$ cat config.mk
export PLATFORM = sky130hd
export DESIGN_NAME = riscv_v
export DESIGN_NICKNAME = d
export VERILOG_FILES = /design/src/source/riscv_pkg.sv /design/src/source/riscv_v_pkg.sv /design/src/source/riscv_v.sv /design/src/source/riscv_v_compare.sv /design/src/source/riscv_v_decode.sv /design/src/source/riscv_v_lane_alu.sv /design/src/source/riscv_v_writeback.sv
export SDC_FILE = /design/constraint.sdc
export NUM_CORES = 2
export LEC_CHECK = 0
export BUFFER_PORTS_ARGS = -buffer_cell sky130_fd_sc_hd__buf_2
export CORE_MARGIN = 10
export CORE_UTILIZATION = 31
export CTS_BUF_LIST = sky130_fd_sc_hd__clkbuf_16
export DETAILED_ROUTE_END_ITERATION = 12
export PLACE_DENSITY_LB_ADDON = 0.08
export SLEW_MARGIN = 15
export SYNTH_ARGS = -nofsm -noshare
export SYNTH_HDL_FRONTEND = slang
export SYNTH_SLANG_ARGS = --single-unit
$ cat constraint.sdc
create_clock -name clk -period 5 [get_ports clk]
set_input_delay 0.25 -clock clk [delete_from_list [all_inputs] [get_ports clk]]
set_output_delay 0.25 -clock clk [all_outputs]
set_load 0.02 [all_outputs]
$ cat src/source/riscv_pkg.sv
////////////////////////////////////////
// RISC-V scalar core types
// Integer register and instruction word
// as seen by the integer pipeline
////////////////////////////////////////

package riscv_pkg;

    // Integer datapath width
    localparam int RISCV_XLEN = 32;

    // One integer register value
    typedef logic [RISCV_XLEN-1:0] riscv_data_t;

    // Raw instruction word from fetch
    typedef logic [31:0] riscv_instruction_t;

endpackage: riscv_pkg

$ cat src/source/riscv_v_pkg.sv
////////////////////////////////////////
// RISC-V vector unit definitions
// Lane geometry, opcodes, operand forms
// and the decode to execute bundle
////////////////////////////////////////

package riscv_v_pkg;

    localparam int RISCV_V_LANES    = 4;
    localparam int RISCV_V_ELEN     = 8;
    localparam int RISCV_V_NUM_REGS = 32;
    // Shift amount uses log2 of the element width
    localparam int RISCV_V_SHAMT_W  = $clog2(RISCV_V_ELEN);

    typedef logic [RISCV_V_ELEN-1:0] riscv_v_elem_t;
    // Element 0 sits in the low byte
    typedef riscv_v_elem_t [RISCV_V_LANES-1:0] riscv_v_data_t;
    typedef logic [4:0] riscv_v_rf_addr_t;
    typedef logic [RISCV_V_LANES-1:0] riscv_v_mask_t;
    typedef logic [2:0] riscv_v_vl_t;

    localparam riscv_v_vl_t RISCV_V_VL_MAX = riscv_v_vl_t'(RISCV_V_LANES);

    typedef enum logic [3:0] {
        VADD, VSUB, VAND, VOR, VXOR, VSLL,
        VMIN, VMAX, VMSEQ, VMSLT, VMV_V_X, VMV_X_S
    } riscv_v_opcode_e;

    typedef enum logic [1:0] {
        FORM_VV, FORM_VX, FORM_VI
    } riscv_v_form_e;

    // Instruction word layout, vs1 carries the immediate in FORM_VI
    typedef struct packed {
        logic [9:0]       zero;
        riscv_v_opcode_e  opcode;
        riscv_v_form_e    form;
        logic             vm;
        riscv_v_rf_addr_t vs2;
        riscv_v_rf_addr_t vs1;
        riscv_v_rf_addr_t vd;
    } riscv_v_instr_t;

    // Pipeline register between decode and execute
    typedef struct packed {
        logic             valid;
        riscv_v_opcode_e  opcode;
        riscv_v_rf_addr_t vd;
        logic             vm;
        riscv_v_data_t    srca;
        riscv_v_data_t    srcb;
        riscv_v_data_t    old_vd;
        riscv_v_mask_t    mask;
        riscv_v_vl_t      vl;
    } riscv_v_exe_t;

endpackage: riscv_v_pkg

$ cat src/source/riscv_v.sv
////////////////////////////////////////
// RISC-V vector execution unit top
// Decode, element ALU, compare unit and
// writeback combiner
////////////////////////////////////////

module riscv_v (
    input  logic                          clk,
    input  logic                          reset,
    input  logic                          clear_pipe,
    input  logic                          riscv_stall,
    // Instruction from the integer pipeline
    input  riscv_pkg::riscv_instruction_t instruction_id,
    input  logic                          instruction_valid_id,
    // Integer register file
    input  riscv_pkg::riscv_data_t        int_rf_rd_data_id,
    output riscv_pkg::riscv_data_t        int_rf_wr_data_wb,
    output logic                          int_rf_wr_en_wb,
    // CSR write
    input  riscv_pkg::riscv_data_t        ext_data_in,
    input  logic                          ext_wr_vl,
    // Debug read
    input  riscv_v_pkg::riscv_v_rf_addr_t syn_addr,
    output riscv_v_pkg::riscv_v_data_t    syn_data
);

    import riscv_v_pkg::*;

    riscv_v_exe_t     exe;
    riscv_v_data_t    alu_result;
    riscv_v_data_t    cmp_result;
    riscv_v_mask_t    cmp_flags;
    logic             rf_wr_en;
    riscv_v_rf_addr_t rf_wr_addr;
    riscv_v_data_t    rf_wr_data;

    riscv_v_decode v_decode (
        .clk(clk),
        .reset(reset),
        .clear_pipe(clear_pipe),
        .riscv_stall(riscv_stall),
        .instruction_valid_id(instruction_valid_id),
        .instruction_id(instruction_id),
        .int_rf_rd_data_id(int_rf_rd_data_id),
        .ext_data_in(ext_data_in),
        .ext_wr_vl(ext_wr_vl),
        .rf_wr_en(rf_wr_en),
        .rf_wr_addr(rf_wr_addr),
        .rf_wr_data(rf_wr_data),
        .syn_addr(syn_addr),
        .exe(exe),
        .syn_data(syn_data)
    );

    // Execute units side by side
    riscv_v_lane_alu v_lane_alu (
        .exe(exe),
        .result(alu_result)
    );

    riscv_v_compare v_compare (
        .exe(exe),
        .result(cmp_result),
        .flags(cmp_flags)
    );

    riscv_v_writeback v_writeback (
        .clk(clk),
        .reset(reset),
        .riscv_stall(riscv_stall),
        .exe(exe),
        .alu_result(alu_result),
        .cmp_result(cmp_result),
        .cmp_flags(cmp_flags),
        .rf_wr_en(rf_wr_en),
        .rf_wr_addr(rf_wr_addr),
        .rf_wr_data(rf_wr_data),
        .int_rf_wr_data_wb(int_rf_wr_data_wb),
        .int_rf_wr_en_wb(int_rf_wr_en_wb)
    );

endmodule: riscv_v

$ cat src/source/riscv_v_compare.sv
////////////////////////////////////////
// RISC-V vector compare unit
// Signed compare, min/max and mask bits
////////////////////////////////////////

module riscv_v_compare (
    input  riscv_v_pkg::riscv_v_exe_t  exe,
    output riscv_v_pkg::riscv_v_data_t result,
    output riscv_v_pkg::riscv_v_mask_t flags
);

    import riscv_v_pkg::*;

    riscv_v_mask_t lane_eq;
    riscv_v_mask_t lane_lt;

    always_comb begin
        for (int i = 0; i < RISCV_V_LANES; i++) begin
            lane_eq[i] = exe.srcb[i] == exe.srca[i];
            lane_lt[i] = $signed(exe.srcb[i]) < $signed(exe.srca[i]);

            // Same less-than picks min or max
            case (exe.opcode)
                VMIN: begin
                    result[i] = lane_lt[i] ? exe.srcb[i] : exe.srca[i];
                end
                VMAX: begin
                    result[i] = lane_lt[i] ? exe.srca[i] : exe.srcb[i];
                end
                default: begin
                    result[i] = '0;
                end
            endcase

            flags[i] = (exe.opcode == VMSEQ) ? lane_eq[i] : lane_lt[i];
        end
    end

endmodule: riscv_v_compare

$ cat src/source/riscv_v_decode.sv
////////////////////////////////////////
// RISC-V vector decode stage
// Register file, vl, write bypass and
// the decode/execute pipeline register
////////////////////////////////////////

module riscv_v_decode (
    input  logic                         clk,
    input  logic                         reset,
    input  logic                         clear_pipe,
    input  logic                         riscv_stall,
    input  logic                         instruction_valid_id,
    input  riscv_pkg::riscv_instruction_t instruction_id,
    input  riscv_pkg::riscv_data_t       int_rf_rd_data_id,
    input  riscv_pkg::riscv_data_t       ext_data_in,
    input  logic                         ext_wr_vl,
    input  logic                         rf_wr_en,
    input  riscv_v_pkg::riscv_v_rf_addr_t rf_wr_addr,
    input  riscv_v_pkg::riscv_v_data_t   rf_wr_data,
    input  riscv_v_pkg::riscv_v_rf_addr_t syn_addr,
    output riscv_v_pkg::riscv_v_exe_t    exe,
    output riscv_v_pkg::riscv_v_data_t   syn_data
);

    import riscv_v_pkg::*;

    riscv_v_instr_t  instr;
    riscv_v_data_t   vrf [RISCV_V_NUM_REGS];
    riscv_v_vl_t     vl;
    riscv_v_data_t   vs1_data;
    riscv_v_data_t   vs2_data;
    riscv_v_data_t   vd_data;
    riscv_v_data_t   v0_data;
    riscv_v_data_t   scalar_bcast;
    riscv_v_data_t   imm_bcast;
    riscv_v_data_t   srca;
    riscv_v_elem_t   imm_elem;
    logic            accept;

    assign instr  = riscv_v_instr_t'(instruction_id);
    assign accept = instruction_valid_id && !riscv_stall;

    // Vector register file
    always_ff @(posedge clk) begin
        if (reset) begin
            for (int i = 0; i < RISCV_V_NUM_REGS; i++) begin
                vrf[i] <= '0;
            end
        end else if (rf_wr_en) begin
            vrf[rf_wr_addr] <= rf_wr_data;
        end
    end

    // vl clamps to the lane count
    always_ff @(posedge clk) begin
        if (reset) begin
            vl <= RISCV_V_VL_MAX;
        end else if (ext_wr_vl) begin
            if (ext_data_in > RISCV_V_LANES) begin
                vl <= RISCV_V_VL_MAX;
            end else begin
                vl <= ext_data_in[$bits(riscv_v_vl_t)-1:0];
            end
        end
    end

    // Forward the write in flight from writeback
    assign vs1_data = (rf_wr_en && rf_wr_addr == instr.vs1) ? rf_wr_data : vrf[instr.vs1];
    assign vs2_data = (rf_wr_en && rf_wr_addr == instr.vs2) ? rf_wr_data : vrf[instr.vs2];
    assign vd_data  = (rf_wr_en && rf_wr_addr == instr.vd)  ? rf_wr_data : vrf[instr.vd];
    assign v0_data  = (rf_wr_en && rf_wr_addr == '0)        ? rf_wr_data : vrf[0];

    assign syn_data = vrf[syn_addr];

    // Scalar and immediate copied to every lane
    assign imm_elem     = {{(RISCV_V_ELEN-5){instr.vs1[4]}}, instr.vs1};
    assign scalar_bcast = {RISCV_V_LANES{int_rf_rd_data_id[RISCV_V_ELEN-1:0]}};
    assign imm_bcast    = {RISCV_V_LANES{imm_elem}};

    always_comb begin
        if (instr.opcode == VMV_V_X || instr.form == FORM_VX) begin
            srca = scalar_bcast;
        end else if (instr.form == FORM_VI) begin
            srca = imm_bcast;
        end else begin
            srca = vs1_data;
        end
    end

    // Stall holds exe, clear drops the valid bit
    always_ff @(posedge clk) begin
        if (reset) begin
            exe <= '0;
        end else begin
            if (!riscv_stall) begin
                exe.valid  <= accept;
                exe.opcode <= instr.opcode;
                exe.vd     <= instr.vd;
                exe.vm     <= instr.vm;
                exe.srca   <= srca;
                exe.srcb   <= vs2_data;
                exe.old_vd <= vd_data;
                exe.mask   <= v0_data[0][RISCV_V_LANES-1:0];
                exe.vl     <= vl;
            end
            if (clear_pipe) begin
                exe.valid <= 1'b0;
            end
        end
    end

endmodule: riscv_v_decode

$ cat src/source/riscv_v_lane_alu.sv
////////////////////////////////////////
// RISC-V vector element ALU
// Add, subtract, logic and shift left,
// each lane on its own
////////////////////////////////////////

module riscv_v_lane_alu (
    input  riscv_v_pkg::riscv_v_exe_t  exe,
    output riscv_v_pkg::riscv_v_data_t result
);

    import riscv_v_pkg::*;

    // Operation is vs2 op vs1, srcb op srca
    always_comb begin
        for (int i = 0; i < RISCV_V_LANES; i++) begin
            case (exe.opcode)
                VADD: begin
                    result[i] = exe.srcb[i] + exe.srca[i];
                end
                VSUB: begin
                    result[i] = exe.srcb[i] - exe.srca[i];
                end
                VAND: begin
                    result[i] = exe.srcb[i] & exe.srca[i];
                end
                VOR: begin
                    result[i] = exe.srcb[i] | exe.srca[i];
                end
                VXOR: begin
                    result[i] = exe.srcb[i] ^ exe.srca[i];
                end
                VSLL: begin
                    result[i] = exe.srcb[i] << exe.srca[i][RISCV_V_SHAMT_W-1:0];
                end
                // Broadcast scalar already sits in srca
                VMV_V_X: begin
                    result[i] = exe.srca[i];
                end
                default: begin
                    result[i] = '0;
                end
            endcase
        end
    end

endmodule: riscv_v_lane_alu

$ cat src/source/riscv_v_writeback.sv
////////////////////////////////////////
// RISC-V vector writeback
// Merges unit results under mask and vl,
// drives the register and integer ports
////////////////////////////////////////

module riscv_v_writeback (
    input  logic                          clk,
    input  logic                          reset,
    input  logic                          riscv_stall,
    input  riscv_v_pkg::riscv_v_exe_t     exe,
    input  riscv_v_pkg::riscv_v_data_t    alu_result,
    input  riscv_v_pkg::riscv_v_data_t    cmp_result,
    input  riscv_v_pkg::riscv_v_mask_t    cmp_flags,
    output logic                          rf_wr_en,
    output riscv_v_pkg::riscv_v_rf_addr_t rf_wr_addr,
    output riscv_v_pkg::riscv_v_data_t    rf_wr_data,
    output riscv_pkg::riscv_data_t        int_rf_wr_data_wb,
    output logic                          int_rf_wr_en_wb
);

    import riscv_pkg::*;
    import riscv_v_pkg::*;

    riscv_v_mask_t active;
    riscv_v_data_t new_data;
    riscv_v_data_t merged;
    logic          is_mask_op;
    logic          is_minmax;
    logic          is_move_x;

    assign is_mask_op = exe.opcode inside {VMSEQ, VMSLT};
    assign is_minmax  = exe.opcode inside {VMIN, VMAX};
    assign is_move_x  = exe.opcode == VMV_X_S;
    assign new_data   = is_minmax ? cmp_result : alu_result;

    // Lane enabled below vl and by v0 when masked
    always_comb begin
        for (int i = 0; i < RISCV_V_LANES; i++) begin
            active[i] = (i < exe.vl) && (exe.vm || exe.mask[i]);
        end
    end

    always_comb begin
        merged = exe.old_vd;
        if (is_mask_op) begin
            // Mask result lives in the low bits only
            merged = '0;
            for (int i = 0; i < RISCV_V_LANES; i++) begin
                merged[0][i] = active[i] ? cmp_flags[i] : exe.old_vd[0][i];
            end
        end else begin
            for (int i = 0; i < RISCV_V_LANES; i++) begin
                if (active[i]) begin
                    merged[i] = new_data[i];
                end
            end
        end
    end

    assign rf_wr_en   = exe.valid && !riscv_stall && !is_move_x;
    assign rf_wr_addr = exe.vd;
    assign rf_wr_data = merged;

    always_ff @(posedge clk) begin
        if (reset) begin
            int_rf_wr_en_wb <= 1'b0;
        end else begin
            int_rf_wr_en_wb <= exe.valid && !riscv_stall && is_move_x;
        end
    end

    // Element 0 of vs2, sign extended
    always_ff @(posedge clk) begin
        if (exe.valid && is_move_x) begin
            int_rf_wr_data_wb <= {{(RISCV_XLEN-RISCV_V_ELEN){exe.srcb[0][RISCV_V_ELEN-1]}},
                                  exe.srcb[0]};
        end
    end

endmodule: riscv_v_writeback

==> metrics.md <==
| Metric | Value |
|---|---|
| Vias in the first global route | `60,080` |
| Seq cells post-synth | `1,150` |
| Synthesized cell area | `0.08134 mm²` |
| TritonCTS clock tree | `built` |
| Maximum clock frequency | `0.2388 GHz` |
| Worst setup path class | `flop to flop` |
| Die area | `0.2833 mm²` |
| Initial core utilization | `31.07%` |
| Port buffer count | `137` |
| Synth area leader | `edfxtp_1` |
| Post-CTS setup buffer count | `0` |
| DIE HEIGHT | `532.3 µm` |
| Crit path capture type | `flop` |
| Clock transition at path regs | `0.06 ns` |
| CP startpoint kind | `flop` |
| Hold crit path type | `primary input to flop` |
| Yosys cell types | `114` |
| First-pass GRT wire length | `548,400 µm` |
| # Max-Cap Violations | `0` |
| Setup WS pre-CTS | `0.8577 ns` |
| Status | `finished, final reports clean` |
| Drt pass-1 iters | `7` |
| Area Overhead vs Synth | `13.07%` |
| Setup TNS | `0 ns` |
| CTS root buf | `clkbuf_16` |
| Number of nets in the layout | `6,101` |
| Die X | `532.3 µm` |
| All-Layer GR Usage | `27.83%` |
| Critical path peak fanout | `21` |
| Number of remaining DRC errors | `0` |
| Synth Flop Type | `edfxtp_1` |
| Area occupied by multi-input gates | `0.04499 mm²` |
| PostCTS Resize Cnt | `0` |
| Core Footprint | `0.2618 mm²` |
| Final WL | `408,800 µm` |
| Largest net degree at the start of global routing | `65` |
| Skew final | `0.1102 ns` |
| Via count | `61,200` |
| Synth top area share | `38.10%` |
| Tmin final | `4.188 ns` |
| RSZ-0062 raised after global routing | `no` |
| Antenna Nets Post-Route | `0` |
| Asr flop ratio synth | `0%` |
| Slew @ Worst Pin | `1.221 ns` |
| Endpoints failing setup | `0` |
| VDD IR max | `0.0002477 V` |
| GRT overflow | `0` |
| # clock sinks | `1,150` |
| FP Rows | `188` |
| HPWL after detailed placement | `253,000 µm` |
| DRT iter0 DRCs | `7,899` |
| Slew margin rel. | `18.62%` |
| P_leak | `30.74 nW` |
| Ys Warns | `0` |
| Worst Slack Setup Final | `0.8120 ns` |
| Synthesized netlist cell count | `5,902` |
| Power per Cell Area | `307.7 mW/mm²` |
| Syn_area_per_cell | `13.78 µm²` |
| Antenna violations before repair | `33` |
| Clk buf depth | `4` |
| Seq/Total Area, Yosys | `41.00%` |
| Synth area leaders | `edfxtp_1, mux4_2, nor2_1` |
| Syn nets | `6,124` |
| Post-synth EDFFs | `1,032` |
| WP data arrival | `4.68 ns` |
| Clock Latency Late Sink | `0.88 ns` |
| Worst path required time | `5.49 ns` |
| I/O Pins | `172` |
| Cts bufs inserted | `160` |
| Max-slew violation count | `0` |
| H-tree depth | `4` |
| Vias per inst | `6.434` |
| Layout Utilization | `35.13%` |
| Share of layout cells above drive strength 1 | `35.52%` |
| Fin crit share | `83.76%` |
| Fin. Hold Viols | `0` |
| Reg area | `0.03336 mm²` |
| Routed WL per cell | `42.98 µm` |
| Final GP Congestion | `0.8785` |
| Fillers | `25,120` |
repair_timing:
action / 4_1_cts / 5_1_grt
hold endpoints to repair: 28 / 0
hold buffers: 21 / 0
setup endpoints to repair: 0 / 0
sequential cells by signal, summed over array words and instances (netlist names):
signal / flops
v_decode.vrf: 1024
v_decode.exe: 114
v_writeback.int_rf_wr_data_wb: 8
v_decode.vl: 3
v_writeback.int_rf_wr_en_wb: 1
Yosys cell counts (all sizes together) (27+ instances only):
| cell | n |
|---|---|
| nand2 | 204 |
| a31oi | 39 |
| o221ai | 68 |
| inv | 89 |
| clkbuf | 326 |
| nor3 | 52 |
| a21oi | 111 |
| nand2b | 32 |
| nor2 | 1147 |
| a22oi | 87 |
| o21ai | 89 |
| mux4 | 1253 |
| nor2b | 38 |
| o211ai | 27 |
| mux2i | 139 |
| nand3 | 101 |
| ha | 107 |
| edfxtp | 1032 |
| buf | 352 |
| mux2 | 49 |
| dfxtp | 118 |
metrics by stage:
step	instance area [µm²]	instances	total power, mW	hold slack (ns)
global placement	86990	9211	17.49	0.4179
floorplan	81340	5902	14.99	0.3268
detailed placement	86990	9211	17.52	0.4210
finish	91970	9512	28.30	0.08492
CTS	91940	9504	28.37	0.02421
global route	91960	9505	29.05	0.05400
final cells by class:
| class | count | share of cell area (%) |
|---|---|---|
| Antenna cell | 8 | 0.02177 |
| Clock buffer | 162 | 4.408 |
| Clock inverter | 110 | 0.7455 |
| Inverter | 90 | 0.3727 |
| Multi-Input combinational cell | 3984 | 48.92 |
| Sequential cell | 1150 | 36.27 |
| Tap cell | 3515 | 4.782 |
| Timing Repair Buffer | 493 | 4.488 |
cell families after synthesis:
| family | share of synthesized area, % |
|---|---|
| flip-flops | 41.00 |
| XOR/XNOR | 0.2799 |
| AND/OR/NAND/NOR | 9.217 |
| buffers and inverters | 4.496 |
| adder cells (fa/ha/maj) | 1.843 |
| AO/OA/AOI/OAI | 6.083 |
| multiplexers | 37.08 |
final timing paths:
path	cells past startpoint	slack [ns]	endpoint	startpoint
setup / recovery	6	0.81	v_decode.vrf[28][3]	v_decode.exe[109]
hold / removal	6	0.08	v_decode.exe[81]	int_rf_rd_data_id[2]
hold reg to reg	1	0.47	v_decode.exe[20]	v_decode.exe[20]
setup reg to reg	6	0.81	v_decode.vrf[28][3]	v_decode.exe[109]
cell usage in the layout (no fill, tap or decap), types with 47 or more instances in the layout:
master / netlist / routed
o21ai_0: 83 / 82
edfxtp_1: 1032 / 1032
inv_1: 87 / 118
nand2_1: 204 / 139
nor3_1: 50 / 50
mux4_2: 1253 / 1253
clkbuf_16: 0 / 162
buf_2: 197 / 117
nand2_4: 0 / 63
a22oi_1: 86 / 86
nor2_1: 1146 / 1139
a21oi_1: 111 / 110
ha_1: 107 / 107
dfxtp_1: 118 / 114
mux2_2: 49 / 49
nand3_1: 100 / 98
mux2i_1: 139 / 136
buf_12: 0 / 47
o221ai_1: 65 / 65
buf_4: 74 / 295
layer usage:
layer  part of all wire [%]  up-vias  track usage [%]
met3                    8.8      881            6.329
met5                  0.031        -                0
met2                     47     3616            45.10
li1                       -    23820                -
met1                     39    32870            35.84
met4                    5.1       14            11.80
power breakdown:
group | internal, mW | leakage (nW) | total, mW | switching [mW]
clock | 6.19 | 2.47 | 10.9 | 4.68
sequential | 10.8 | 11.6 | 11.2 | 0.401
combinational | 2.38 | 16.7 | 6.21 | 3.83
worst max-delay path, cell delays in order (launching register included):
cell	delay, ns
dfxtp_2	0.46
and4b_1	0.39
or3_1	0.55
nor3_2	0.77
nand2_4	0.60
nand2_4	0.76
buf_12	0.29
Power figures use the tool's default switching activity.
